File: src/cgra_defs.svh
`ifndef CGRA_DEFS_SVH
`define CGRA_DEFS_SVH

// target codes, upper half of config_addr
`define CFG_TARGET_SB  16'd7
`define CFG_TARGET_CB0 16'd6
`define CFG_TARGET_CB1 16'd5
`define CFG_TARGET_CLB 16'd4

// bus widths
`define CFG_W 32
`define ID_W  16

// tile shape
`define SIDES     4
`define TRACKS    4 // per side
`define CB_TRACKS 8 // 4 inputs + 4 switch box outputs

// configuration field widths
`define ROUTE_W  2
`define CB_SEL_W 3
`define CLB_OP_W 2

`endif

File: src/cgra_pkg.sv
`default_nettype none

`include "cgra_defs.svh"

package cgra_pkg;

	// logic block function
	typedef enum logic [`CLB_OP_W-1:0] {
		op_and  = 2'd0,
		op_or   = 2'd1,
		op_xor  = 2'd2,
		op_nand = 2'd3
	} clb_op_e;

	// source for one outgoing track, side s
	typedef enum logic [`ROUTE_W-1:0] {
		route_next     = 2'd0, // side s+1
		route_opposite = 2'd1, // side s+2
		route_prev     = 2'd2, // side s+3
		route_pe       = 2'd3  // registered logic block result
	} route_sel_e;

	// one config_data word, decoded per target
	typedef union packed {
		route_sel_e [`SIDES-1:0][`TRACKS-1:0] sb_view; // [side][track], side 0 lowest byte
		struct packed {
			logic [`CFG_W-`CB_SEL_W-1:0] pad;
			logic [`CB_SEL_W-1:0]        sel;
		} cb_view;
		struct packed {
			logic [`CFG_W-`CLB_OP_W-1:0] pad;
			clb_op_e                     op;
		} clb_view;
	} cfg_word_u;

endpackage

`default_nettype wire

File: src/tile_config_decode.sv
`default_nettype none

`include "cgra_defs.svh"

module tile_config_decode (
	input  wire [`CFG_W-1:0] config_addr,
	input  wire [`ID_W-1:0]  tile_id,
	output logic             sb_cfg_en,
	output logic             cb0_cfg_en,
	output logic             cb1_cfg_en,
	output logic             clb_cfg_en
);

	logic            id_hit;
	logic [`ID_W-1:0] target;

	assign id_hit = (config_addr[`ID_W-1:0] == tile_id);
	assign target = config_addr[`CFG_W-1:`ID_W];

	// one hot or idle; an unknown target is simply ignored
	always_comb begin
		sb_cfg_en  = 1'b0;
		cb0_cfg_en = 1'b0;
		cb1_cfg_en = 1'b0;
		clb_cfg_en = 1'b0;
		if (id_hit) begin
			case (target)
				`CFG_TARGET_SB: begin
					sb_cfg_en = 1'b1;
				end
				`CFG_TARGET_CB0: begin
					cb0_cfg_en = 1'b1;
				end
				`CFG_TARGET_CB1: begin
					cb1_cfg_en = 1'b1;
				end
				`CFG_TARGET_CLB: begin
					clb_cfg_en = 1'b1;
				end
				default: begin
				end
			endcase
		end
	end

endmodule

`default_nettype wire

File: src/connect_box.sv
`default_nettype none

`include "cgra_defs.svh"

module connect_box (
	input  wire                   clk,
	input  wire                   rst,
	input  wire                   config_en,
	input  cgra_pkg::cfg_word_u   config_data,
	input  wire [`CB_TRACKS-1:0]  track_in,
	output logic                  block_out
);

	// track select, 0..3 tile inputs, 4..7 switch box outputs
	logic [`CB_SEL_W-1:0] sel_q;

	always_ff @(posedge clk) begin
		if (rst) begin
			sel_q <= '0; // track 0
		end else if (config_en) begin
			sel_q <= config_data.cb_view.sel;
		end
	end

	always_comb begin
		block_out = track_in[sel_q];
	end

endmodule

`default_nettype wire

File: src/clb.sv
`default_nettype none

`include "cgra_defs.svh"

module clb (
	input  wire                 clk,
	input  wire                 rst,
	input  wire                 config_enable,
	input  cgra_pkg::cfg_word_u config_data,
	input  wire                 in0,
	input  wire                 in1,
	output logic                out
);

	import cgra_pkg::*;

	clb_op_e op_q;

	always_ff @(posedge clk) begin
		if (rst) begin
			op_q <= op_and;
		end else if (config_enable) begin
			op_q <= config_data.clb_view.op;
		end
	end

	// result register sits in the switch box
	always_comb begin
		case (op_q)
			op_and: begin
				out = in0 & in1;
			end
			op_or: begin
				out = in0 | in1;
			end
			op_xor: begin
				out = in0 ^ in1;
			end
			default: begin
				out = ~(in0 & in1); // nand
			end
		endcase
	end

endmodule

`default_nettype wire

File: src/switch_box_bottom_left.sv
`default_nettype none

`include "cgra_defs.svh"

module switch_box_bottom_left (
	input  wire                 clk,
	input  wire                 rst,
	input  wire                 config_en,
	input  cgra_pkg::cfg_word_u config_data,
	input  wire [`TRACKS-1:0]   in_wire_0,
	input  wire [`TRACKS-1:0]   in_wire_1,
	input  wire [`TRACKS-1:0]   in_wire_2,
	input  wire [`TRACKS-1:0]   in_wire_3,
	input  wire                 pe_output,
	output logic [`TRACKS-1:0]  out_wire_0,
	output logic [`TRACKS-1:0]  out_wire_1,
	output logic [`TRACKS-1:0]  out_wire_3
);

	import cgra_pkg::*;

	// [side][track]; side 2 is kept but has no outputs on this tile
	route_sel_e [`SIDES-1:0][`TRACKS-1:0] route_q;
	logic                                 pe_reg;

	// one side worth of tracks, each track picks from its own field
	function automatic logic [`TRACKS-1:0] route_side(
		input route_sel_e [`TRACKS-1:0] sel,
		input logic [`TRACKS-1:0]       from_next,
		input logic [`TRACKS-1:0]       from_opp,
		input logic [`TRACKS-1:0]       from_prev,
		input logic                     from_pe
	);
		logic [`TRACKS-1:0] res;
		res = '0;
		for (int t = 0; t < `TRACKS; t++) begin
			case (sel[t])
				route_next: begin
					res[t] = from_next[t];
				end
				route_opposite: begin
					res[t] = from_opp[t];
				end
				route_prev: begin
					res[t] = from_prev[t];
				end
				default: begin
					res[t] = from_pe; // route_pe
				end
			endcase
		end
		return res;
	endfunction

	always_ff @(posedge clk) begin
		if (rst) begin
			route_q <= '0; // all route_next
		end else if (config_en) begin
			route_q <= config_data.sb_view;
		end
	end

	// logic block result, one cycle late on every pe route
	always_ff @(posedge clk) begin
		if (rst) begin
			pe_reg <= 1'b0;
		end else begin
			pe_reg <= pe_output;
		end
	end

	// next / opposite / prev are side s+1, s+2, s+3 mod 4
	always_comb begin
		out_wire_0 = route_side(route_q[0], in_wire_1, in_wire_2, in_wire_3, pe_reg);
		out_wire_1 = route_side(route_q[1], in_wire_2, in_wire_3, in_wire_0, pe_reg);
		out_wire_3 = route_side(route_q[3], in_wire_0, in_wire_1, in_wire_2, pe_reg);
	end

endmodule

`default_nettype wire

File: src/pe_tile_bottom_left.sv
`default_nettype none

module pe_tile_bottom_left (
	input  wire        clk,
	input  wire        rst,
	input  wire [31:0] config_addr,
	input  wire [31:0] config_data,
	input  wire [15:0] tile_id,
	input  wire [3:0]  in_wire_0,
	input  wire [3:0]  in_wire_1,
	input  wire [3:0]  in_wire_2,
	input  wire [3:0]  in_wire_3,
	output logic [3:0] out_wire_0,
	output logic       out_wire_1_0,
	output logic [3:0] out_wire_3
);

	logic       sb_cfg_en;
	logic       cb0_cfg_en;
	logic       cb1_cfg_en;
	logic       clb_cfg_en;

	logic       op_0;
	logic       op_1;
	logic       pe_output;

	// side 1 outputs, only track 0 leaves the tile
	logic [3:0] out_wire_1;

	assign out_wire_1_0 = out_wire_1[0];

	tile_config_decode decode (
		.config_addr (config_addr),
		.tile_id     (tile_id),
		.sb_cfg_en   (sb_cfg_en),
		.cb0_cfg_en  (cb0_cfg_en),
		.cb1_cfg_en  (cb1_cfg_en),
		.clb_cfg_en  (clb_cfg_en)
	);

	// upper four tracks come back from the switch box
	connect_box cb0 (
		.clk         (clk),
		.rst         (rst),
		.config_en   (cb0_cfg_en),
		.config_data (config_data),
		.track_in    ({out_wire_0, in_wire_0}),
		.block_out   (op_0)
	);

	connect_box cb1 (
		.clk         (clk),
		.rst         (rst),
		.config_en   (cb1_cfg_en),
		.config_data (config_data),
		.track_in    ({out_wire_1, in_wire_1}),
		.block_out   (op_1)
	);

	switch_box_bottom_left sb (
		.clk         (clk),
		.rst         (rst),
		.config_en   (sb_cfg_en),
		.config_data (config_data),
		.in_wire_0   (in_wire_0),
		.in_wire_1   (in_wire_1),
		.in_wire_2   (in_wire_2),
		.in_wire_3   (in_wire_3),
		.pe_output   (pe_output),
		.out_wire_0  (out_wire_0),
		.out_wire_1  (out_wire_1),
		.out_wire_3  (out_wire_3)
	);

	clb compute_block (
		.clk           (clk),
		.rst           (rst),
		.config_enable (clb_cfg_en),
		.config_data   (config_data),
		.in0           (op_0),
		.in1           (op_1),
		.out           (pe_output) // registered inside sb
	);

endmodule

`default_nettype wire

File: config.mk
export PLATFORM = sky130hd
export DESIGN_NAME = pe_tile_bottom_left
export DESIGN_NICKNAME = d
export VERILOG_FILES = /design/src/cgra_pkg.sv /design/src/tile_config_decode.sv /design/src/connect_box.sv /design/src/clb.sv /design/src/switch_box_bottom_left.sv /design/src/pe_tile_bottom_left.sv
export VERILOG_INCLUDE_DIRS = /design/src
export SDC_FILE = /design/constraint.sdc
export NUM_CORES = 1
export LEC_CHECK = 0
export BUFFER_PORTS_ARGS = -buffer_cell sky130_fd_sc_hd__buf_2
export CORE_AREA = 2 2 59 83
export DETAILED_ROUTE_END_ITERATION = 12
export DIE_AREA = 0 0 61 85
export MAX_ROUTING_LAYER = met4
export PLACE_DENSITY = 0.86
export SETUP_SLACK_MARGIN = 0.3
export SYNTH_ARGS = -nofsm -noshare
export SYNTH_HDL_FRONTEND = slang
export SYNTH_SLANG_ARGS = --single-unit
File: constraint.sdc
create_clock -name clk -period 5.79 [get_ports clk]
set_input_delay 0.579 -clock clk [delete_from_list [all_inputs] [get_ports clk]]
set_output_delay 0.579 -clock clk [all_outputs]
set_load 0.02 [all_outputs]
==> results.sh <==
export IMPL_outcome="completed"
export IMPL_cp_end_kind="register"
export IMPL_clk_path_buf_depth=2
export IMPL_antenna_left=0
export IMPL_crit_path_cell_trace="mux4_2 > mux2i_1 > nor2_1 > mux2i_1 > o21a_1 > ha_1 > nor2_1 > a21oi_1 > a21oi_1 > nor2_1"
export IMPL_rr_endpoint="sb.pe_reg"
export IMPL_hold_viol=0
export IMPL_async_reset_ff_share_pct=0
export IMPL_fmax_ghz=0.449
export IMPL_worst_path_max_fanout=12
export IMPL_first_global_vias=1870
export IMPL_cts_sinks=33
export IMPL_critPathKind="register to register"
export IMPL_worst_r2r_startpoint="sb.pe_reg"
export IMPL_place_congestion=0.823
export IMPL_coreArea_um2=4460
export IMPL_drt_iter0_drc=67
export IMPL_hpwl_um=4180
export IMPL_cts_made_buffers=5
export IMPL_largest_register="sb.route_q"
export IMPL_design_area_um2=2720
export IMPL_fillers=399
export IMPL_netlist_instances=198
export IMPL_clk_pin_slew_ns=0.06
export IMPL_nets=394
export IMPL_grt_pass1_wl_um=8330
export IMPL_rsz0062_at_grt="no"
export IMPL_drt_pass1_iter_count=4
export IMPL_portBuffers=98
export IMPL_setup_viol=0
export IMPL_remaining_drc_errors=0
export IMPL_io_pins=107
export IMPL_synth_area_um2=2110
export IMPL_std_cell_rows=29
export IMPL_dieArea_um2=5190
export IMPL_initial_core_util_pct=47.4
export IMPL_cp_required_ns=5.94
export IMPL_total_power_uw=486
export IMPL_slew_viol_final=0
export IMPL_relSlewSlack_pct=55.3
export IMPL_crit_path_start="sb.pe_reg"
export IMPL_fin_skew_ns=0.00603
export IMPL_yosysUniqueCellTypes=21
export IMPL_fin_tns_setup_ns=0
export IMPL_die_h_um=85
export IMPL_vias_per_cell=5.26
export IMPL_antenna_found_initial=0
export IMPL_synth_seq_cells=33
export IMPL_multi_input_area_um2=1410
export IMPL_grt_ovfl_total=0
export IMPL_cp_arrival_ns=2.37
export IMPL_syn2layout_area_growth_pct=28.6
export IMPL_fp_dieW_um=61
export IMPL_post_cts_buffers=0
export IMPL_maxCapViolCount=0
export IMPL_cts_hold_buf=0
export IMPL_hold_start="sb.route_q[7]"
export IMPL_crit_top_cell="nor2_1"
export IMPL_cp_top_family="multiplexers"
export IMPL_cts_resized_gates=0
export IMPL_tightest_slew_ns=0.671
export IMPL_wl_per_cell_um=15.0
export IMPL_power_density_nw_per_um2=179
export IMPL_diodes=0
export IMPL_cts_tree="done"
export IMPL_grt_max_degree=58
export IMPL_holdPathStages=2
export IMPL_min_path_type="register to register"
export IMPL_clk_latency_ns=0.29
export IMPL_synth_edf_count=0
export IMPL_drive_gt1_share_pct=41.2
export IMPL_place_inst=349
export IMPL_synthFlopType="dfxtp_1"
export IMPL_leakage_nw=1.26
export IMPL_cp_slowest_cell="mux4_2"
export IMPL_r2r_slack_ns=3.56
export IMPL_cp_start_kind="register"
export IMPL_regArea_um2=661
export IMPL_track_usage_pct=22.6
export IMPL_vias=1872
export IMPL_synth_fp_nets=298
export IMPL_synth_area_per_cell_um2=10.7
export IMPL_ir_drop_v=0.000120
export IMPL_synth_yosys_seq_area_share_pct=31.2
export IMPL_reg_top3="sb.route_q (24), cb0.sel_q (3), cb1.sel_q (3)"
export IMPL_critPathMaxStageDelay_ns=0.57
export IMPL_hold_end="sb.route_q[7]"
export IMPL_root_buffer="clkbuf_8"
export IMPL_largest_reg_flops=24
export IMPL_ff2ff_path_depth=10
export IMPL_drt_wl_total_um=5330
export IMPL_cp_buffers_inverters=0
export IMPL_period_needed_ns=2.23
export IMPL_h_tree_depth=2
export IMPL_period_share_pct=38.5
export IMPL_ys_warn_count=0
export IMPL_place_area_um2=2630
export IMPL_final_cells=356
logic make-up after synthesis:
| family | synth area share (%) |
|---|---|
| buffers and inverters | 2.31 |
| XOR/XNOR | 6.63 |
| AO/OA/AOI/OAI | 2.01 |
| AND/OR/NAND/NOR | 23.7 |
| multiplexers | 32.9 |
| adder cells (fa/ha/maj) | 1.18 |
| flip-flops | 31.2 |
metrics by stage:
| step | hold WS, ns | worst slack, ns | util [%] |
|---|---|---|---|
| 2_1_floorplan | 0.457 | 3.57 | - |
| 4_1_cts | 0.494 | 3.56 | 60.9 |
| 3_5_place_dp | 0.484 | 3.27 | 59.0 |
| 6_report | 0.491 | 3.56 | 60.9 |
| 3_3_place_gp | 0.468 | 3.32 | 59.0 |
| 5_1_grt | 0.511 | 3.39 | 60.9 |
routing by layer:
layer | routed length, um | track usage [%] | vias up
met1 | 1870 | 23.9 | 867
met3 | 446 | 4.12 | 15
met2 | 2840 | 38.3 | 99
met5 | 0 | - | -
li1 | - | - | 891
met4 | 171 | 12.1 | 0
where the power goes:
part | leakage [nW] | switching, mW | internal, mW | total [mW]
sequential | 0.266 | 0.000937 | 0.227 | 0.228
combinational | 0.954 | 0.0368 | 0.0487 | 0.0855
clock | 0.0443 | 0.0782 | 0.0942 | 0.172
how the worst max path moves through the flow:
stage,to,cells after the start
global route,sb.pe_reg,10
global placement,sb.route_q[30],6
detailed placement,sb.route_q[6],6
floorplan,sb.pe_reg,10
CTS,sb.route_q[6],6
finish,sb.pe_reg,10
synth_stat cells, types with 5 or more instances:
| cell | instances | area share (%) |
|---|---|---|
| clkbuf_1 | 7 | 1.2 |
| dfxtp_1 | 33 | 31 |
| mux2i_1 | 38 | 18 |
| mux4_2 | 14 | 15 |
| nand2b_1 | 56 | 17 |
| nand4_1 | 5 | 1.5 |
| nor2_1 | 8 | 1.4 |
| xnor2_1 | 16 | 6.6 |
worst min-delay path, cell delays in order, from the launching register on:
cell	delay, ns
dfxtp_1	0.32
nand2b_1	0.07
mux2i_1	0.06
placed cells by master (no fill, tap or decap):
| cell | n |
|---|---|
| ha_1 | 2 |
| mux2i_1 | 38 |
| nand2_1 | 2 |
| clkbuf_8 | 6 |
| nand4_4 | 1 |
| nor2_1 | 8 |
| xnor2_1 | 16 |
| a21oi_1 | 2 |
| dfxtp_1 | 33 |
| nand4b_1 | 2 |
| nand2b_1 | 56 |
| clkbuf_1 | 1 |
| o21a_1 | 2 |
| and3_1 | 1 |
| a211oi_1 | 1 |
| o21ai_0 | 2 |
| nor3_2 | 1 |
| buf_2 | 98 |
| mux4_2 | 14 |
| nand4_1 | 5 |
| nor4b_2 | 1 |
| nor4_1 | 2 |
cell type report:
type                            instances  area share [%]
Multi-Input combinational cell        156            51.7
Sequential cell                        33            24.3
Timing Repair Buffer                   98            18.0
Clock buffer                            7            3.17
Tap cell                               62            2.85
Note: power is estimated with default switching activity, not from simulation.
